`config.mk`:
```
export PLATFORM = sky130hd
export DESIGN_NAME = ahb_decoder
export DESIGN_NICKNAME = d
export VERILOG_FILES = /design/src/common/ahb_pkg.sv /design/src/verilog/ahb_decoder.sv
export SDC_FILE = /design/constraint.sdc
export NUM_CORES = 1
export LEC_CHECK = 0
export ABC_AREA = 1
export BUFFER_PORTS_ARGS = -buffer_cell sky130_fd_sc_hd__buf_2
export CORE_AREA = 5 5 42 44
export DETAILED_ROUTE_END_ITERATION = 16
export DIE_AREA = 0 0 47 49
export GPL_TIMING_DRIVEN = 0
export PLACE_DENSITY = 0.46
export SYNTH_ARGS = -nofsm -noshare
export SYNTH_HDL_FRONTEND = slang
export SYNTH_SLANG_ARGS = --single-unit
```
`constraint.sdc`:
```
create_clock -name vclk -period 0.8
set_input_delay 0.16 -clock vclk [all_inputs]
set_output_delay 0.16 -clock vclk [all_outputs]
set_load 0.05 [all_outputs]
```
`src/common/ahb_pkg.sv`:
```
package ahb_pkg;

    // Transfer type from the master
    typedef enum logic [1:0] {
        IDLE   = 2'b00,
        BUSY   = 2'b01,
        NONSEQ = 2'b10,
        SEQ    = 2'b11
    } htrans_e;

    // Transfer size, only up to a word on a 32-bit bus
    typedef enum logic [2:0] {
        BYTE = 3'b000,
        HALF = 3'b001,
        WORD = 3'b010
    } hsize_e;

    // Slave response, AHB-Lite has no RETRY or SPLIT
    typedef enum logic {
        OKAY  = 1'b0,
        ERROR = 1'b1
    } hresp_e;

    // GPIO register map, offset from address bits 3:0
    typedef enum logic [3:0] {
        REG_IN  = 4'h0,
        REG_OE  = 4'h4,
        REG_OUT = 4'h8
    } gpio_reg_e;

    // Upper 16 address bits of each mapped region
    localparam logic [15:0] RAMCODE_BASE = 16'h0000;
    localparam logic [15:0] RAMDATA_BASE = 16'h2000;
    localparam logic [15:0] GPIO_BASE    = 16'h4001;

    // NONSEQ or SEQ carries a real transfer
    function automatic logic trans_active(htrans_e trans);
        return (trans == NONSEQ) || (trans == SEQ);
    endfunction

    // Byte lanes touched by a transfer of this size at these low address bits
    function automatic logic [3:0] byte_lanes(hsize_e size, logic [1:0] addr_lo);
        logic [3:0] lanes;
        case (size)
            BYTE:    lanes = 4'b0001 << addr_lo;
            HALF:    lanes = addr_lo[1] ? 4'b1100 : 4'b0011;
            default: lanes = 4'b1111;
        endcase
        return lanes;
    endfunction

endpackage

```
`src/verilog/ahb_decoder.sv`:
```
`timescale 1ns/1ps

module ahb_decoder #(
    // Code RAM port enable
    parameter bit port0_en = 1'b1,
    // Data RAM port enable
    parameter bit port1_en = 1'b1,
    // GPIO port enable
    parameter bit port2_en = 1'b1
) (
    input  logic [31:0] haddr,
    output logic        hsel_ramcode,
    output logic        hsel_ramdata,
    output logic        hsel_gpio
);

    import ahb_pkg::*;

    logic [15:0] region;
    logic        hit_ramcode;
    logic        hit_ramdata;
    logic        hit_gpio;

    // Regions are 64 KB, so only the top half-word matters
    assign region = haddr[31:16];

    // Code RAM, 0x0000_0000 to 0x0000_FFFF
    assign hit_ramcode = (region == RAMCODE_BASE);

    // Data RAM, 0x2000_0000 to 0x2000_FFFF
    assign hit_ramdata = (region == RAMDATA_BASE);

    // GPIO, 0x4001_0000 to 0x4001_FFFF
    assign hit_gpio = (region == GPIO_BASE);

    // A disabled port never selects
    // UART at 0x4000_001x and HDMI at 0x4002_xxxx get no select here
    // and end up at the default slave in the mux
    assign hsel_ramcode = hit_ramcode && port0_en;
    assign hsel_ramdata = hit_ramdata && port1_en;
    assign hsel_gpio    = hit_gpio && port2_en;

endmodule

```
==> run metrics <==
vias=281; Avg Vias per Cell=3.70; failing checks=negative setup slack; Final #Nets=between 90 and 100; Setup Buffers After CTS=0; Final period util=123%; Gate power share=100.0%; crit end category=output pin; gpl congestion=0.574; DRC=0; Register Area=0 um^2; Worst path top cell family by delay=simple AND/OR/NAND/NOR gates; Tot Pwr=159 uW; fillers=180; synth-to-layout area growth=194%; Mapped Avg Cell Area=roughly 3.9 um^2; hold bufs inserted after CTS=0; WP data arrival=0.83 ns; row count=14; min Tclk post-route=roughly 0.99 ns; initial antenna violation count=0; DR pass1 iterations=1; Psw=71.6 uW; Clk pwr share=0%; Pleak=roughly 0.00024 uW; final critical-path setup slack=-0.188 ns; pwr/cell area=around 340 nW/um^2; Post-DRT Antenna Nets=0; pre-CTS WS=-0.342 ns; switching share of power=44.9%; Crit Path Category=in -> out; CP Data Required Time=0.64 ns; commonest cells after routing, fill and taps aside=inv_2 (12), buf_6 (11), nand2_2 (8), nor2_4 (6), buf_2 (6); Synth cell types=6; RSZ-0062 raised after global routing=true; maximum fanout along the worst path=3; largest net degree at the start of global routing=4; maximum VDD drop=0.000126 V; relative slew slack=92.8%; crit path from=haddr[26]; post-synth net total=73; Seq Cell Count=0; Setup-failing EPs final=3; mapped cell area=159 um^2; crit path capture=hsel_ramcode; GR Util All Layers=around 4.8%; Die ar.=2300 um^2; internal power=87.7 uW; port bufs=19; Cell Chain, Critical Path=buf_6 > inv_2 > nand2_4 > nor2_4 > nand2_4 > nor2_4 > buf_6; layout cell share with drive strength beyond 1=between 80 and 90%; min-delay worst type=in -> out; max-slew violation count=0; I/O pins=35; Fmax=about 1000 MHz; vias in the first global route=262; total of max-cap violations=0; WP depth=7; GRT overflow=0; register area share after synthesis=0%; # diodes=0; Chip Height=49 um; DR WL/cell=between 7 and 8 um; status=finished, violations left; worst slew pin tran=between 0.1 and 0.15 ns; slowest CP cell=buf_6; initial DRC count=0; Synth warnings=0; Routed WL=between 500 and 600 um; final hold vios=0; first-pass GRT wire length=between 800 and 900 um; detailed placer's ending HPWL=467 um; Buf/Inv on CP=3; Core Util, Final=roughly a third; Core Box Area=1400 um^2; crit start category=input pin; CLK BUF=0; Chip Width=47 um; Seq pwr share=0%; Initial Utilization=11.3%; commonest non-fill, non-tap cell in the layout=inv_2; Mapped Cells=41; Crit path largest cell delay=0.16 ns
[routing by layer]
metal  part of all wire (%)  track usage, %
met3                     18            1.48
met1                     30            5.00
met5                      0               0
met2                     52            9.28
met4                      0               0
[final cells by class]
cell class                 instances  area, um^2  share of cell area [%]
tap                               16        20.0                    4.28
timing repair buffer              19         184                    39.3
multi-input combinational         25         186                    39.8
inverter                          16        77.6                    16.6
[power groups by stage]
| stage | combinational, uW | clock, uW | sequential (uW) |
|---|---|---|---|
| 4_1_cts | 123 | 0 | 0 |
| 3_5_place_dp | 99.3 | 0 | 0 |
| 5_1_grt | 173 | 0 | 0 |
| 6_report | 159 | 0 | 0 |
| 3_3_place_gp | 97.9 | 0 | 0 |
| 2_1_floorplan | 48.3 | 0 | 0 |
[cells by family after synthesis]
group	share of synthesized area, %
buffers and inverters	37.8
and+or+nand+nor	62.2
[worst min-delay path by stage]
stage,from,to,slack (ns),depth (start not counted)
after detailed placement,haddr[16],hsel_gpio,0.85,6
after CTS,haddr[19],hsel_ramcode,0.80,7
after global placement,haddr[16],hsel_gpio,0.85,6
final,haddr[16],hsel_ramcode,0.76,7
after global routing,haddr[16],hsel_ramcode,0.80,7
after floorplan,haddr[16],hsel_gpio,0.57,4
[cells in the mapped netlist]
master | count | share of area, %
inv_1 | 14 | 33
inv_2 | 2 | 4.7
nor2_1 | 9 | 21
nand2_2 | 1 | 3.9
nor2_2 | 1 | 3.9
nand2_1 | 14 | 33
[timing repair]
action                                  4_1_cts  5_1_grt
endpoints found under the setup margin        3        3
resized for setup                            20       23
pin swaps                                     7       15
[metrics by stage]
step                area (um^2)  hold WS (ns)  setup TNS [ns]  std cells
floorplan                   211         0.565          -0.278         41
global placement            327         0.845          -0.985         76
detailed placement          327         0.853          -0.989         76
CTS                         392         0.805          -0.617         76
global route                468         0.796          -0.668         76
finish                      468         0.761          -0.558         76
Power figures use the tool's default switching activity.
