===== src/common/ahb_pkg.sv =====
package ahb_pkg;

    // Transfer type from the master
    typedef enum logic [1:0] {
        IDLE   = 2'b00,
        BUSY   = 2'b01,
        NONSEQ = 2'b10,
        SEQ    = 2'b11
    } htrans_e;

    // Transfer size, only up to a word on a 32-bit bus
    typedef enum logic [2:0] {
        BYTE = 3'b000,
        HALF = 3'b001,
        WORD = 3'b010
    } hsize_e;

    // Slave response, AHB-Lite has no RETRY or SPLIT
    typedef enum logic {
        OKAY  = 1'b0,
        ERROR = 1'b1
    } hresp_e;

    // GPIO register map, offset from address bits 3:0
    typedef enum logic [3:0] {
        REG_IN  = 4'h0,
        REG_OE  = 4'h4,
        REG_OUT = 4'h8
    } gpio_reg_e;

    // Upper 16 address bits of each mapped region
    localparam logic [15:0] RAMCODE_BASE = 16'h0000;
    localparam logic [15:0] RAMDATA_BASE = 16'h2000;
    localparam logic [15:0] GPIO_BASE    = 16'h4001;

    // NONSEQ or SEQ carries a real transfer
    function automatic logic trans_active(htrans_e trans);
        return (trans == NONSEQ) || (trans == SEQ);
    endfunction

    // Byte lanes touched by a transfer of this size at these low address bits
    function automatic logic [3:0] byte_lanes(hsize_e size, logic [1:0] addr_lo);
        logic [3:0] lanes;
        case (size)
            BYTE:    lanes = 4'b0001 << addr_lo;
            HALF:    lanes = addr_lo[1] ? 4'b1100 : 4'b0011;
            default: lanes = 4'b1111;
        endcase
        return lanes;
    endfunction

endpackage


===== src/gpio/ahb_gpio.sv =====
`timescale 1ns/1ps

module ahb_gpio #(
    parameter int gpio_width = 16
) (
    input  logic                  hclk,
    input  logic                  reset,
    input  logic                  hsel,
    input  logic [31:0]           haddr,
    input  ahb_pkg::htrans_e      htrans,
    input  logic                  hwrite,
    input  ahb_pkg::hsize_e       hsize,
    input  logic [31:0]           hwdata,
    input  logic                  hready_in,
    output logic [31:0]           hrdata,
    output logic                  hreadyout,
    output ahb_pkg::hresp_e       hresp,
    input  logic [gpio_width-1:0] gpio_in,
    output logic [gpio_width-1:0] gpio_out,
    output logic [gpio_width-1:0] gpio_oe
);

    import ahb_pkg::*;

    logic                  accept;
    logic                  wr_pend;
    logic                  rd_wait;
    gpio_reg_e             reg_q;
    hsize_e                size_q;
    logic [1:0]            addr_lo_q;
    logic [3:0]            lanes;
    logic [31:0]           wmask;
    logic [gpio_width-1:0] pin_mask;
    logic [gpio_width-1:0] in_meta;
    logic [gpio_width-1:0] in_sync;
    logic [31:0]           rd_value;
    logic [31:0]           rd_data;

    assign accept = hsel && hready_in && trans_active(htrans);

    // Two-flop synchronizer for the pins
    always_ff @(posedge hclk) begin
        in_meta <= gpio_in;
        in_sync <= in_meta;
    end

    // Read takes one wait cycle, write none
    always_ff @(posedge hclk) begin
        if (reset) begin
            wr_pend <= 1'b0;
            rd_wait <= 1'b0;
        end else begin
            if (hready_in) begin
                wr_pend <= accept && hwrite;
            end
            if (rd_wait) begin
                rd_wait <= 1'b0;
            end else if (hready_in) begin
                rd_wait <= accept && !hwrite;
            end
        end
    end

    // Register offset and lane info for the data phase
    always_ff @(posedge hclk) begin
        if (accept) begin
            reg_q     <= gpio_reg_e'(haddr[3:0]);
            size_q    <= hsize;
            addr_lo_q <= haddr[1:0];
        end
    end

    // Narrow writes only touch their own byte lanes
    assign lanes = byte_lanes(size_q, addr_lo_q);
    always_comb begin
        for (int i = 0; i < 4; i++) begin
            wmask[8*i +: 8] = {8{lanes[i]}};
        end
    end
    assign pin_mask = wmask[gpio_width-1:0];

    // REG_IN and unknown offsets ignore writes
    always_ff @(posedge hclk) begin
        if (reset) begin
            gpio_oe  <= '0;
            gpio_out <= '0;
        end else if (wr_pend && hready_in) begin
            case (reg_q)
                REG_OE:  gpio_oe  <= (gpio_oe & ~pin_mask) | (hwdata[gpio_width-1:0] & pin_mask);
                REG_OUT: gpio_out <= (gpio_out & ~pin_mask) | (hwdata[gpio_width-1:0] & pin_mask);
                default: ;
            endcase
        end
    end

    // Read value, zero-extended to the bus
    always_comb begin
        rd_value = 32'h0;
        case (reg_q)
            REG_IN:  rd_value[gpio_width-1:0] = in_sync;
            REG_OE:  rd_value[gpio_width-1:0] = gpio_oe;
            REG_OUT: rd_value[gpio_width-1:0] = gpio_out;
            default: rd_value = 32'h0;
        endcase
    end

    // Captured during the wait cycle
    always_ff @(posedge hclk) begin
        if (rd_wait) begin
            rd_data <= rd_value;
        end
    end

    assign hrdata    = rd_data;
    assign hreadyout = !rd_wait;
    assign hresp     = OKAY;

endmodule


===== config.mk =====
export PLATFORM = sky130hd
export DESIGN_NAME = ahb_gpio
export DESIGN_NICKNAME = d
export VERILOG_FILES = /design/src/common/ahb_pkg.sv /design/src/gpio/ahb_gpio.sv
export SDC_FILE = /design/constraint.sdc
export NUM_CORES = 1
export LEC_CHECK = 0
export ABC_AREA = 1
export BUFFER_PORTS_ARGS = -buffer_cell sky130_fd_sc_hd__buf_2
export CELL_PAD_IN_SITES_DETAIL_PLACEMENT = 1
export CELL_PAD_IN_SITES_GLOBAL_PLACEMENT = 1
export CORE_ASPECT_RATIO = 0.7
export CORE_MARGIN = 2
export CORE_UTILIZATION = 35
export CTS_CLUSTER_DIAMETER = 30
export DETAILED_ROUTE_END_ITERATION = 8
export PLACE_DENSITY_LB_ADDON = 0.1
export SLEW_MARGIN = 20
export SYNTH_ARGS = -nofsm -noshare
export SYNTH_HDL_FRONTEND = slang
export SYNTH_SLANG_ARGS = --single-unit

===== constraint.sdc =====
create_clock -name hclk -period 3.05 [get_ports hclk]
set_clock_uncertainty 0.05 [all_clocks]
set_input_delay 0.1525 -clock hclk [delete_from_list [all_inputs] [get_ports hclk]]
set_output_delay 0.1525 -clock hclk [all_outputs]
set_load 0.02 [all_outputs]

==> summary.txt <==
Power
  • Total power: 2.49 mW
  • Internal Power: 1.99 mW
  • VDD IR max: 0.292 mV
  • Combinational power share: 4.7%
  • Psw: 0.503 mW
  • Clock power frac: 45.2%
  • P_leak: 1.95 nW
  • Sw frac: 20.2%
  • PwrDens: 592 nW/µm²
  • Reg power frac: 50.1%

Cells and area
  • Filler-free cell count of the finished design: 581
  • Most frequent cells in the layout: 104 x nand2_1, 93 x buf_2, 66 x dfxtp_1, 34 x nand3_1, 34 x nor2_1
  • N_diodes: 0
  • Post-layout nets: 546
  • Layout cells sized above 1: 26.0%
  • Fin util: 48.8%
  • Commonest non-fill, non-tap cell in the layout: nand2_1
  • Area Growth Syn to Fin: 33.2%

Drt
  • Routed wire length: 8310 µm
  • First-pass detailed-route iteration total: 4
  • Final ANT Viol Nets: 0
  • Vias per inst: 4.40
  • Initial DRC Count: 105
  • Vias: 2557
  • Residual DRC: 0
  • Drt wl/cell: 14.3 µm

Place
  • Placed insts: 541
  • Hpwl dp: 5630 µm
  • IO Port Bufs: 93
  • GP Congestion: 0.742
  • Pre-CTS WS: 1220 ps

Timing
  • Tcrit/Tclk final: 59.2%
  • Slew at the pin with the worst max-slew slack: 1020 ps
  • Tmin final: 1800 ps
  • Max-slew headroom: 31.8%
  • Unrepaired setup endpoints after global routing: false
  • Fin. Hold Viols: 0
  • Max Fclk: 554 MHz
  • Max Slew Vio Count: 0
  • Setup WS post-layout: 1250 ps
  • Fin Setup TNS: 0 ps
  • Final setup violation count: 0

Floorplan
  • Die ar.: 9800 µm²
  • Ports: 156
  • Core Region: 8620 µm²
  • Initial core utilization: 36.6%
  • Die X: 117 µm
  • Die H: 83.4 µm
  • Row cnt: 28

Worst setup path
  • Worst Path Max Fanout: 9
  • CP Capture Type: register
  • Critical Path AT: 1950 ps
  • Worst Setup Start Kind: register
  • Critical Path RT: 3200 ps
  • Critical path class: reg2reg

CTS
  • Post-cts sizing count: 0
  • Htree depth: 3
  • Num CTS Buffers: 9
  • Maximum clock path buffer count: 2
  • Clk sink count: 89
  • Clk Latency, worst-skew pair: 330 ps
  • Clk slew on worst S/H paths: 60 ps
  • CTS tree: built
  • Clock Tree Root: clkbuf_16

Job
  • Max-cap violations: 0

GRT
  • Global-route wire length before repair: 13400 µm
  • Largest net degree at the start of global routing: 20
  • Overall Global Routing Usage: 17.9%
  • Initial antenna violation count: 0
  • Global route overflow: 0
  • Vias in the first global route: 2596

Logic synthesis
  • Sequential fraction of the synthesis area: 63.8%
  • Cell count after synthesis: 337
  • Synth Register Bits: 89
  • Post-synthesis cell type count: 19
  • Synthesized area per cell: 9.36 µm²
  • Synthesized area: 3150 µm²
  • Ys Warns: 0

Run status
  • Status: complete, no violations

Min path
  • Path category of the worst min-delay check: in2reg
cell usage after synthesis:
cell type  count  area [µm²]
buf_6          1        11.3
clkbuf_1       2        7.51
nor4_1         1        6.26
nand3_1       34         170
nand2_2        1        6.26
buf_2          3        15.0
dfxtp_1       66        1320
a21oi_1       17        85.1
nand2_1      104         390
edfxtp_1      23         691
nor2_4         4        45.0
buf_4         20         150
inv_1         19        71.3
inv_2          1        3.75
nor2_1        34         128
conb_1         1        3.75
nand3_2        2        20.0
nor3_2         1        10.0
nor2_2         3        18.8
worst max-delay path: stages, from the launching register on:
cell	delay, ps
edfxtp_1	430
inv_1	80
nand2_1	60
nor3_2	600
buf_4	310
nand2_1	70
nand3_1	70
routing by layer:
layer / track usage [%] / vias up / share of wire [%]
li1: - / 1275 / -
met1: 21.8 / 1198 / 45
met2: 30.4 / 77 / 48
met3: 5.43 / 7 / 5.7
met4: 5.91 / 0 / 1.2
met5: 0 / - / 0
per-stage QoR:
| step | area [µm²] | hold slack [ps] |
|---|---|---|
| floorplan | 3210 | 130 |
| global placement | 3650 | 205 |
| detailed placement | 3650 | 207 |
| CTS | 4200 | 16.2 |
| global route | 4200 | 23.0 |
| finish | 4200 | 28.4 |
cells by family (layout without fill, tap and decap cells):
logic type      after synthesis  in the layout  share of synthesized area [%]
compound gates               17             17                           2.70
buf+inv                      46            154                           8.21
flops                        89             89                           63.8
other cells                   1             17                          0.119
simple gates                184            184                           25.2
power by group through the flow:
| stage | Clock, mW | Sequential (mW) | Combinational, mW |
|---|---|---|---|
| 3_3_place_gp | 0 | 1.27 | 0.0911 |
| 6_report | 1.13 | 1.25 | 0.117 |
| 5_1_grt | 1.21 | 1.25 | 0.130 |
| 2_1_floorplan | 0 | 1.27 | 0.0682 |
| 4_1_cts | 1.16 | 1.25 | 0.117 |
| 3_5_place_dp | 0 | 1.27 | 0.0940 |
cell type report:
class,instances,area (µm²)
Tap cell,120,150
Fill cell,1023,4420
Timing Repair Buffer,118,713
Multi-Input combinational cell,218,943
Clock buffer,14,274
Clock inverter,2,35.0
Inverter,20,75.1
Sequential cell,89,2010
path summary, 6_finish.rpt:
| check | startpoint | to | slack (ps) | cells after the start |
|---|---|---|---|---|
| max | reg_q[0]$_DFFE_PP_ | hrdata[12]$_DFFE_PP_ | 1250 | 6 |
| min | hwdata[3] | register | 30 | 3 |
| max reg2reg | reg_q[0]$_DFFE_PP_ | hrdata[12]$_DFFE_PP_ | 1250 | 6 |
| min reg2reg | in_meta[1]$_DFF_P_ | in_sync[1]$_DFF_P_ | 270 | 0 |
timing repair:
action / CTS / global route
hold buffers: 24 / 0
buffers inserted: 0 / 0
endpoints found under the hold margin: 24 / 0
(Power assumes the default switching activity.)
