### src/common/ahb_pkg.sv
package ahb_pkg;

    // Transfer type from the master
    typedef enum logic [1:0] {
        IDLE   = 2'b00,
        BUSY   = 2'b01,
        NONSEQ = 2'b10,
        SEQ    = 2'b11
    } htrans_e;

    // Transfer size, only up to a word on a 32-bit bus
    typedef enum logic [2:0] {
        BYTE = 3'b000,
        HALF = 3'b001,
        WORD = 3'b010
    } hsize_e;

    // Slave response, AHB-Lite has no RETRY or SPLIT
    typedef enum logic {
        OKAY  = 1'b0,
        ERROR = 1'b1
    } hresp_e;

    // GPIO register map, offset from address bits 3:0
    typedef enum logic [3:0] {
        REG_IN  = 4'h0,
        REG_OE  = 4'h4,
        REG_OUT = 4'h8
    } gpio_reg_e;

    // Upper 16 address bits of each mapped region
    localparam logic [15:0] RAMCODE_BASE = 16'h0000;
    localparam logic [15:0] RAMDATA_BASE = 16'h2000;
    localparam logic [15:0] GPIO_BASE    = 16'h4001;

    // NONSEQ or SEQ carries a real transfer
    function automatic logic trans_active(htrans_e trans);
        return (trans == NONSEQ) || (trans == SEQ);
    endfunction

    // Byte lanes touched by a transfer of this size at these low address bits
    function automatic logic [3:0] byte_lanes(hsize_e size, logic [1:0] addr_lo);
        logic [3:0] lanes;
        case (size)
            BYTE:    lanes = 4'b0001 << addr_lo;
            HALF:    lanes = addr_lo[1] ? 4'b1100 : 4'b0011;
            default: lanes = 4'b1111;
        endcase
        return lanes;
    endfunction

endpackage

### src/verilog/ahb_slave_mux.sv
`timescale 1ns/1ps

module ahb_slave_mux (
    input  logic             hclk,
    input  logic             reset,
    input  ahb_pkg::htrans_e htrans,
    input  logic             hready,
    input  logic             hsel_ramcode,
    input  logic             hsel_ramdata,
    input  logic             hsel_gpio,
    input  logic [31:0]      ramcode_hrdata,
    input  logic [31:0]      ramdata_hrdata,
    input  logic [31:0]      gpio_hrdata,
    input  logic             ramcode_hreadyout,
    input  logic             ramdata_hreadyout,
    input  logic             gpio_hreadyout,
    input  ahb_pkg::hresp_e  ramcode_hresp,
    input  ahb_pkg::hresp_e  ramdata_hresp,
    input  ahb_pkg::hresp_e  gpio_hresp,
    output logic [31:0]      hrdata,
    output logic             hready_out,
    output ahb_pkg::hresp_e  hresp
);

    import ahb_pkg::*;

    // Default slave error sequence
    typedef enum logic [1:0] {
        S_IDLE,
        S_ERR1,
        S_ERR2
    } err_state_e;

    err_state_e state;
    err_state_e state_next;
    logic       addr_phase;
    logic       no_sel;
    logic       own_ramcode;
    logic       own_ramdata;
    logic       own_gpio;

    // Accepted address phase
    assign addr_phase = hready && trans_active(htrans);
    // Unmapped or disabled region
    assign no_sel = !(hsel_ramcode || hsel_ramdata || hsel_gpio);

    // Data phase owner, only moves when the bus is ready
    always_ff @(posedge hclk) begin
        if (reset) begin
            own_ramcode <= 1'b0;
            own_ramdata <= 1'b0;
            own_gpio    <= 1'b0;
        end else if (hready) begin
            own_ramcode <= addr_phase && hsel_ramcode;
            own_ramdata <= addr_phase && hsel_ramdata;
            own_gpio    <= addr_phase && hsel_gpio;
        end
    end

    always_ff @(posedge hclk) begin
        if (reset) begin
            state <= S_IDLE;
        end else begin
            state <= state_next;
        end
    end

    // ERR1 always goes on, hready is low there
    // IDLE and ERR2 may start a new error on an unmapped access
    always_comb begin
        state_next = state;
        case (state)
            S_ERR1: state_next = S_ERR2;
            default: begin
                if (hready) begin
                    state_next = (addr_phase && no_sel) ? S_ERR1 : S_IDLE;
                end
            end
        endcase
    end

    // Response mux, idle bus answers ready and OKAY
    always_comb begin
        hrdata     = 32'h0;
        hready_out = 1'b1;
        hresp      = OKAY;
        if (state == S_ERR1) begin
            // First error cycle stalls the master
            hready_out = 1'b0;
            hresp      = ERROR;
        end else if (state == S_ERR2) begin
            hresp = ERROR;
        end else if (own_ramcode) begin
            hrdata     = ramcode_hrdata;
            hready_out = ramcode_hreadyout;
            hresp      = ramcode_hresp;
        end else if (own_ramdata) begin
            hrdata     = ramdata_hrdata;
            hready_out = ramdata_hreadyout;
            hresp      = ramdata_hresp;
        end else if (own_gpio) begin
            hrdata     = gpio_hrdata;
            hready_out = gpio_hreadyout;
            hresp      = gpio_hresp;
        end
    end

endmodule

### config.mk
export PLATFORM = sky130hd
export DESIGN_NAME = ahb_slave_mux
export DESIGN_NICKNAME = d
export VERILOG_FILES = /design/src/common/ahb_pkg.sv /design/src/verilog/ahb_slave_mux.sv
export SDC_FILE = /design/constraint.sdc
export NUM_CORES = 1
export LEC_CHECK = 0
export BUFFER_PORTS_ARGS = -buffer_cell sky130_fd_sc_hd__buf_2
export CAP_MARGIN = 30
export CORE_UTILIZATION = 32
export CTS_CLUSTER_DIAMETER = 30
export DETAILED_ROUTE_END_ITERATION = 10
export GPL_ROUTABILITY_DRIVEN = 0
export PLACE_DENSITY = 0.82
export SETUP_SLACK_MARGIN = 0.3
export SLEW_MARGIN = 30
export SYNTH_ARGS = -nofsm -noshare
export SYNTH_HDL_FRONTEND = slang
export SYNTH_SLANG_ARGS = --single-unit
### constraint.sdc
create_clock -name hclk -period 1.13 [get_ports hclk]
set_input_delay 0.0565 -clock hclk [delete_from_list [all_inputs] [get_ports hclk]]
set_output_delay 0.0565 -clock hclk [all_outputs]
set_load 0.005 [all_outputs]
==> results.json, run 1 <==
{
  "synth_compound_gate_area_share": 0.332,
  "cts_buffers": 3,
  "hp-class": "in2reg",
  "peakVddDrop_uv": 530,
  "die_h_um": 59.9,
  "fmax_mhz": 687,
  "synth_top_family_by_area": "simple AND/OR/NAND/NOR gates",
  "worst-r2r-setup-slack_ns": 0.30,
  "drcViolationCount": 0,
  "nets": 402,
  "p_seq_frac": 0.179,
  "ys_warn_count": 0,
  "dr_total_vias": 1712,
  "num_rows": 20,
  "critPathMaxFanout": 7,
  "crit_required_ns": 1.07,
  "grt_usage": 0.209,
  "slew_viol_final": 0,
  "cts_tree": "done",
  "startpoint_type": "flip-flop",
  "power.switching_w": 0.000388,
  "rsz0062_at_grt": "true",
  "switching_share": 0.354,
  "syn-cell-area_sq_mm": 0.00107,
  "timing.slew.headroom": 0.839,
  "synthCells": 146,
  "setup_slack_ns": -0.325,
  "maxCapViolations": 0,
  "hpwl_um": 3280,
  "clockBufferDepth": 2,
  "ios": 144,
  "yosysSeqAreaShare": 0.0932,
  "grt_max_degree": 27,
  "grt_pass1_vias": 1425,
  "worst_pin_slew_ns": 0.241,
  "powerDensity_mw_per_mm2": 500,
  "fp.dieArea_sq_mm": 0.00359,
  "fill_cells": 256,
  "finalCriticalPeriod_ns": 1.46,
  "finalHoldViolCount": 0,
  "grt_first_pass_wirelength_um": 5920,
  "p_total_w": 0.00110,
  "crit_path_end_kind": "primary output",
  "wl_per_cell_um": 12.3,
  "io_buffers": 142,
  "fin_skew_ns": 0.0000743,
  "core-area_sq_mm": 0.00313,
  "regArea_sq_um": 111,
  "status": "finished with violations",
  "ys_ff_latch": 5,
  "period_share": 1.29,
  "postCtsHoldBufs": 0,
  "muxShareOfSynthArea": 0.00932,
  "synth_cell_types": 26,
  "synthAdderAreaFrac": 0.00932,
  "drtIter0Drc": 47,
  "combPwrFrac": 0.638,
  "antenna_found_initial": 0,
  "synth-xor-area-share": 0.0152,
  "die_x_um": 59.9,
  "vias_per_cell": 5.11,
  "violations": "setup timing",
  "initial_core_util": 0.343,
  "worstSetupPathType": "reg2out",
  "clkPwrFrac": 0.183,
  "clk_latency_ns": 0.24,
  "syn_nets": 256,
  "avgSynthCellArea_sq_um": 7.35,
  "first_pass_iters": 4,
  "arrival_ns": 1.40,
  "power.internal_w": 0.000708,
  "clock-root-buffer": "clkbuf_4",
  "clock-sinks": 5,
  "diodes": 0,
  "h-tree-depth": 1,
  "leakagePower_nw": 1.09,
  "drt.antenna.violating_nets": 0,
  "final_core_util": 0.700,
  "finalSetupViolations": 34,
  "grt-ovfl-total": 0,
  "drive_gt1_frac": 0.718,
  "clkTransAtPathRegs_ns": 0.04,
  "wl_um": 4130,
  "multi_input_area_sq_mm": 0.00105,
  "layout-area-overhead-vs-synth_pct": 104,
  "synth_simple_gate_area_frac": 0.417
}
==> cells by family (layout without fill, tap and decap cells) <==
kind of cell / after synthesis / after routing
fa+ha+maj: 1 / 1
simple gates: 77 / 77
xor+xnor: 1 / 1
mux: 1 / 1
flops: 5 / 5
compound gates: 40 / 40
buf+inv: 21 / 166
==> layer usage <==
metal,GRT usage,part of all wire,vias up,wire length [um]
li1,-,-,861,-
met1,0.231,0.38,768,1560
met2,0.408,0.54,81,2230
met3,0.0238,0.076,2,314
met4,0.0664,0.0058,0,24
met5,0,0,-,0
==> power groups by stage <==
| stage | Combinational [W] | Clock [W] | Sequential [W] |
|---|---|---|---|
| final | 0.000699 | 0.000201 | 0.000196 |
| after detailed placement | 0.000664 | 0 | 0.000201 |
| after global routing | 0.000766 | 0.000222 | 0.000197 |
| after floorplan | 0.000317 | 0 | 0.000196 |
| after global placement | 0.000650 | 0 | 0.000200 |
| after CTS | 0.000687 | 0.000217 | 0.000198 |
==> cell usage in the layout, fill, tap and decap left out, types with 2 or more instances in the layout <==
cell	count
buf_2	142
nor2b_1	33
nor3_1	30
a221oi_2	28
buf_4	9
buf_12	5
a221oi_1	3
nand3_1	3
clkbuf_4	3
dfxtp_2	3
nor3_2	2
nand2_1	2
nand2b_1	2
a21oi_1	2
dfxtp_4	2
buf_6	2
==> cell usage after synthesis (all sizes together) <==
master	count	area [sq um]
a211oi	2	15.0
a21oi	3	15.0
a221oi	32	299
a22oi	1	7.51
buf	14	106
clkbuf	5	18.8
dfxtp	5	100
inv	2	7.50
maj3	1	10.0
mux2i	1	10.0
nand2	2	7.51
nand2b	3	18.8
nand3	3	15.0
nor2	1	3.75
nor2b	34	220
nor3	32	160
nor3b	1	12.5
o211ai	1	12.5
o31ai	1	7.51
or4b	1	10.0
xor2	1	16.3
==> worst max-delay path, cell delays in order (launching register included) <==
cell and delay, ns:
dfxtp_4 0.36, nor2b_4 0.20, buf_12 0.13, buf_12 0.12
a221oi_2 0.06, nor3_1 0.15, buf_2 0.14
==> final timing paths <==
kind,startpoint,endpoint,depth (start not counted)
worst min register to register,state[1]$_SDFFE_PP0P_,state[1]$_SDFFE_PP0P_,2
worst max register to register,state[0]$_SDFFE_PP0P_,state[0]$_SDFFE_PP0P_,3
worst max-delay path,own_ramdata$_SDFFE_PP0P_,hrdata[7],6
worst min-delay path,reset,own_ramcode$_SDFFE_PP0P_,2
==> timing repair <==
item / CTS / global route
endpoints found under the setup margin: 37 / 37
hold endpoints to repair: 0 / 0
setup buffers: 2 / 0
pin swaps: 1 / 2
gates cloned: 1 / 0
gates resized for setup: 9 / 8
==> state kept, by name, indices dropped and copies added, names as in the netlist <==
signal / cells
state: 2
own_gpio: 1
own_ramcode: 1
own_ramdata: 1
==> through the flow <==
stage	TNS [ns]	setup WS [ns]	hold WS (ns)	std cells	instance area, sq um
after detailed placement	-0.576	-0.0639	0.273	328	2040
after global placement	-0.0324	-0.00903	0.273	328	2040
final	-9.50	-0.325	0.0394	335	2190
after floorplan	0	0.0693	0.126	146	1250
after global routing	-12.26	-0.401	0.0405	335	2190
after CTS	-10.23	-0.338	0.00852	335	2150
==> cell type report <==
cell class | instances | share of cell area
Tap cell | 44 | 0.0251
Clock buffer | 4 | 0.0120
Timing Repair Buffer | 160 | 0.431
Sequential cell | 5 | 0.0509
Inverter | 2 | 0.00343
Multi-Input combinational cell | 120 | 0.478
(Power assumes the default switching activity.)
==> run 2: changes to the inputs <==
ABC_AREA = 1   (was unset)
CORE_UTILIZATION = 33   (was 32)
PLACE_DENSITY = 0.81   (was 0.82)
==> results.json, run 2 <==
{
  "maxCapViolations": 0,
  "crit_top_cell": "nor2_4",
  "drcViolationCount": 0,
  "grt-ovfl-total": 0,
  "yosys-top-cells-count": "nand2_1 (82), a21oi_1 (39), nor2_1 (34)",
  "synth_cell_types": 19,
  "powerDensity_mw_per_mm2": 468,
  "clock-root-buffer": "clkbuf_4",
  "clock-sinks": 5,
  "grt_first_pass_wirelength_um": 6790,
  "drt.antenna.violating_nets": 0,
  "wl_um": 4150,
  "cts_buffers": 3,
  "leakagePower_nw": 1.32,
  "async_reset_ff_frac": 0,
  "yosysSeqAreaShare": 0.0839,
  "worstReg2RegStart": "state[0]$_SDFFE_PP0P_",
  "num_rows": 21,
  "regMostFlops": "state",
  "fill_cells": 340,
  "ios": 144,
  "arrival_ns": 1.34,
  "drtIter0Drc": 74,
  "post_dp_cell_area_sq_mm": 0.00198,
  "diodes": 0,
  "worstSetupPathType": "reg2out",
  "hpwl_um": 3090,
  "peakVddDrop_uv": 456,
  "period_share": 1.24,
  "syn_nets": 336,
  "status": "finished with violations",
  "initial_core_util": 0.352,
  "dr_total_vias": 1909,
  "synth.most_common_cell": "nand2_1",
  "finalCriticalPeriod_ns": 1.40,
  "clkPwrFrac": 0.208,
  "cts_tree": "done",
  "hp-class": "in2reg",
  "first_pass_iters": 4,
  "power.switching_w": 0.000345,
  "io_buffers": 142,
  "fmax_mhz": 715,
  "core-area_sq_mm": 0.00339,
  "antenna_found_initial": 0,
  "ys_warn_count": 0,
  "layout-area-overhead-vs-synth_pct": 77.5,
  "violations": "setup timing",
  "mostFrequentLayoutCell": "buf_2",
  "design_area_sq_mm": 0.00212,
  "clk_latency_ns": 0.24,
  "r2r-end": "state[1]$_SDFFE_PP0P_",
  "grt_pass1_vias": 1681,
  "rsz0062_at_grt": "true",
  "synth.area.top_cells": "nand2_1 (26%), a21oi_1 (16%), nor2_1 (11%)",
  "drive_gt1_frac": 0.527,
  "syn-cell-area_sq_mm": 0.00119,
  "critPathMaxFanout": 3,
  "switching_share": 0.348,
  "yosysTopAreaCellShare": 0.258,
  "p_total_w": 0.000991,
  "grt_usage": 0.208,
  "slowest_delay_ns": 0.37,
  "ys_ff_latch": 5,
  "largest_register_ffs": 2,
  "vias_per_cell": 4.57,
  "nets": 483,
  "h-tree-depth": 1,
  "fin_skew_ns": 0.000508,
  "crit_path_end_kind": "primary output",
  "clkTransAtPathRegs_ns": 0.04,
  "worst_pin_slew_ns": 0.187,
  "layout_common_cells": "buf_2 (142), nand2_1 (79), nor2_1 (34)",
  "worstRegToRegCells": 6,
  "ys.flop_type": "dfxtp_1",
  "synthCells": 226,
  "startpoint_type": "flip-flop",
  "die_h_um": 62.1,
  "p_seq_frac": 0.188,
  "crit_chain": "inv_2, nor2_4, nor2_4, buf_4, buf_6, o21ai_0, nor2_1, buf_2",
  "die_x_um": 62.1,
  "hold_start": "reset",
  "finalHoldViolCount": 0,
  "fp.dieArea_sq_mm": 0.00386,
  "combPwrFrac": 0.604,
  "setup_slack_ns": -0.270,
  "crit_path_top_delay_cell": "dfxtp_4",
  "crit_required_ns": 1.07,
  "avgSynthCellArea_sq_um": 5.28,
  "postCtsHoldBufs": 0,
  "whs_path_depth": 2,
  "yosysTopAreaCell": "nand2_1",
  "worst-r2r-setup-slack_ns": 0.16,
  "slew_viol_final": 0,
  "power.internal_w": 0.000646,
  "synth_edf_count": 0,
  "finalSetupViolations": 34,
  "min_to": "own_ramdata$_SDFFE_PP0P_",
  "wl_per_cell_um": 9.94,
  "clockBufferDepth": 2,
  "timing.slew.headroom": 0.875,
  "grt_max_degree": 30
}
[run 2: cell families (layout without fill, tap and decap cells)]
| logic type | after synthesis | after routing | synth area share |
|---|---|---|---|
| buffers and inverters | 27 | 173 | 0.166 |
| and+or+nand+nor | 123 | 123 | 0.424 |
| DFF | 5 | 5 | 0.0839 |
| AOI/OAI and AO/OA | 71 | 71 | 0.326 |
[run 2: power groups by stage]
stage / clock [W] / sequential [W] / combinational, W
floorplan: 0 / 0.000189 / 0.000274
global placement: 0 / 0.000189 / 0.000563
detailed placement: 0 / 0.000190 / 0.000571
CTS: 0.000215 / 0.000185 / 0.000586
global route: 0.000231 / 0.000187 / 0.000671
finish: 0.000206 / 0.000186 / 0.000599
[run 2: area by class of cell]
type                            instances  area (sq um)  share of cell area
Clock buffer                            4          26.3              0.0124
Inverter                               10          37.5              0.0177
Multi-Input combinational cell        194           941               0.444
Sequential cell                         5           109              0.0514
Tap cell                               46          57.6              0.0272
Timing Repair Buffer                  159           946               0.447
[run 2: worst max-delay path by stage]
stage                          startpoint         end  slack [ns]  depth (start not counted)
finish              state[0]$_SDFFE_PP0P_  hrdata[27]       -0.27                          8
global route        state[1]$_SDFFE_PP0P_  hrdata[11]       -0.35                          7
CTS                 state[1]$_SDFFE_PP0P_  hrdata[14]       -0.25                          7
detailed placement  state[1]$_SDFFE_PP0P_  hrdata[31]      -0.002                          7
global placement    state[1]$_SDFFE_PP0P_  hrdata[14]        0.03                          7
floorplan           state[1]$_SDFFE_PP0P_   hrdata[1]        0.19                          6
[run 2: metrics by stage]
step	util	cells	TNS (ns)	hold WS, ns	setup WS (ns)
2_1_floorplan	-	226	0	0.118	0.186
3_3_place_gp	0.584	410	0	0.278	0.0305
3_5_place_dp	0.584	410	-0.00165	0.279	-0.00165
4_1_cts	0.608	416	-7.57	0.0221	-0.252
5_1_grt	0.625	418	-10.42	0.0325	-0.345
6_report	0.625	418	-7.23	0.0494	-0.270
[run 2: per-layer routing]
layer / global-route usage / up-vias / routed length (um)
met5: 0 / - / 0
met4: 0.0407 / 0 / 6
met3: 0.0496 / 2 / 307
met2: 0.429 / 77 / 2160
met1: 0.205 / 807 / 1680
li1: - / 1023 / -
[run 2: timing repair]
action                                 in CTS  in global routing
resized for setup                          22                  7
cloned                                      0                  1
setup endpoints to repair                  37                 37
endpoints found under the hold margin       0                  0
setup buffers                               2                  1
pin swaps                                   0                  3
[run 2: worst max-delay path: cells and delay by family (launching register included)]
family / cells / cell delay [ns]
AO/OA/AOI/OAI: 1 / 0.07
buffers and inverters: 4 / 0.41
flip-flops: 1 / 0.37
AND/OR/NAND/NOR: 3 / 0.25
==> run 3: changes to the inputs <==
CORE_MARGIN = 4   (was unset)
==> results.json, run 3 (synthesis results as in run 2) <==
{
  "status": "finished with violations",
  "violations": "setup timing",
  "stdcell_count": 434,
  "fin_skew_ns": 0.0000279,
  "largest_register_ffs": 2,
  "dr_total_vias": 2034,
  "crit_path_end_kind": "primary output",
  "setup_slack_ns": -0.326,
  "regArea_sq_um": 114,
  "grt_usage": 0.205,
  "crit_path_top_delay_cell": "dfxtp_4",
  "layout-area-overhead-vs-synth_pct": 102,
  "holdWs_ns": 0.0135,
  "maxCapViolations": 0,
  "finalCriticalPeriod_ns": 1.46,
  "timing.slew.headroom": 0.876,
  "clk_latency_ns": 0.24,
  "mostFrequentLayoutCell": "buf_2",
  "critPathMaxFanout": 7,
  "nets": 499,
  "finalSetupViolations": 35,
  "clockBufferDepth": 2,
  "p_seq_frac": 0.172,
  "dp_cells": 416,
  "ios": 144,
  "worstSetupPathType": "reg2out",
  "core-area_sq_mm": 0.00342,
  "diodes": 0,
  "fill_cells": 316,
  "slowest_delay_ns": 0.36,
  "grt-ovfl-total": 0,
  "vias_per_cell": 4.69,
  "slew_viol_final": 0,
  "leakagePower_nw": 1.49,
  "clkTransAtPathRegs_ns": 0.05,
  "clkPwrFrac": 0.200,
  "drcViolationCount": 0,
  "hpwl_um": 3880,
  "first_pass_iters": 4,
  "startpoint_type": "flip-flop",
  "num_rows": 21,
  "crit_chain": "inv_4, nor2_4, nor2_4, buf_12, buf_12, o21ai_2, nor2_1, buf_2",
  "combPwrFrac": 0.628,
  "drtIter0Drc": 59,
  "peakVddDrop_uv": 676,
  "period_share": 1.29,
  "fp.dieArea_sq_mm": 0.00464,
  "wl_um": 5250,
  "wl_per_cell_um": 12.1,
  "drt.antenna.violating_nets": 0,
  "cts_buffers": 3,
  "clock-root-buffer": "clkbuf_4",
  "grt_first_pass_wirelength_um": 7530,
  "finalHoldViolCount": 0,
  "cts_tree": "done",
  "crit_required_ns": 1.07,
  "antenna_found_initial": 0,
  "fmax_mhz": 687,
  "final_core_util": 0.705,
  "initial_core_util": 0.349,
  "grt_pass1_vias": 1813,
  "h-tree-depth": 1,
  "die_x_um": 68.1,
  "switching_share": 0.360,
  "arrival_ns": 1.40,
  "grt_max_degree": 20,
  "multi_input_area_sq_mm": 0.00102,
  "die_h_um": 68.1,
  "layout_common_cells": "buf_2 (142), nand2_1 (78), a21oi_1 (34)",
  "hp-class": "in2reg",
  "clock-sinks": 5,
  "worst_pin_slew_ns": 0.186,
  "rsz0062_at_grt": "true",
  "power.internal_w": 0.000687,
  "io_buffers": 142,
  "power.switching_w": 0.000387,
  "drive_gt1_frac": 0.590,
  "powerDensity_mw_per_mm2": 446,
  "regMostFlops": "state"
}
[run 3: changes by cell type in the layout (fill, tap and decap cells not counted), moves of 3 or more]
cell,change
inv_2,-3
buf_6,+5
o21ai_1,-17
buf_4,+7
a21oi_2,-3
o21ai_2,+17
[run 3: final cells by class]
cell class	count	area share
tap	46	0.0239
clock buffer	4	0.0109
inverter	10	0.0177
timing repair buffer	175	0.477
sequential	5	0.0472
multi-input combinational	194	0.423
[run 3: routing by layer]
metal  GRT usage  vias to the layer above  part of all wire
met2       0.414                       81              0.53
met5           0                        -                 0
li1            -                     1057                 -
met1       0.215                      888              0.37
met3      0.0296                        8             0.089
met4      0.0571                        0             0.013
[run 3: timing repair]
item,4_1_cts,5_1_grt
hold buffers,0,0
endpoints found under the setup margin,37,37
resized for setup,29,28
pin swaps,7,19
setup buffers,9,2
cloned,2,1
[run 3: final timing paths]
path	slack [ns]	endpoint	start	cells past startpoint
setup / recovery	-0.33	hrdata[4]	state[1]$_SDFFE_PP0P_	8
hold / removal	0.01	own_ramdata$_SDFFE_PP0P_	reset	2
setup reg to reg	-0.05	state[0]$_SDFFE_PP0P_	state[0]$_SDFFE_PP0P_	7
hold reg to reg	0.52	state[1]$_SDFFE_PP0P_	state[1]$_SDFFE_PP0P_	2
[run 3: per-stage QoR]
step           setup TNS, ns  instance area (sq um)  power (W)  setup WS, ns
2_1_floorplan              0                   1230   0.000464         0.186
3_3_place_gp          -0.176                   2040   0.000772       -0.0325
3_5_place_dp          -0.566                   2040   0.000783       -0.0557
4_1_cts                -8.69                   2290    0.00104        -0.287
5_1_grt               -12.58                   2410    0.00117        -0.391
6_report               -9.86                   2410    0.00107        -0.326
[run 3: critical path, delay by kind of cell (launching register included)]
kind / cells / cell delay, ns
and+or+nand+nor: 3 / 0.30
buffers and inverters: 4 / 0.44
DFF: 1 / 0.36
AOI/OAI and AO/OA: 1 / 0.05
[run 3: power by group through the flow]
stage          Sequential, W  Clock, W  Combinational, W
2_1_floorplan       0.000189         0          0.000274
3_3_place_gp        0.000192         0          0.000580
3_5_place_dp        0.000192         0          0.000591
4_1_cts             0.000186  0.000213          0.000645
5_1_grt             0.000186  0.000232          0.000748
6_report            0.000185  0.000214          0.000675
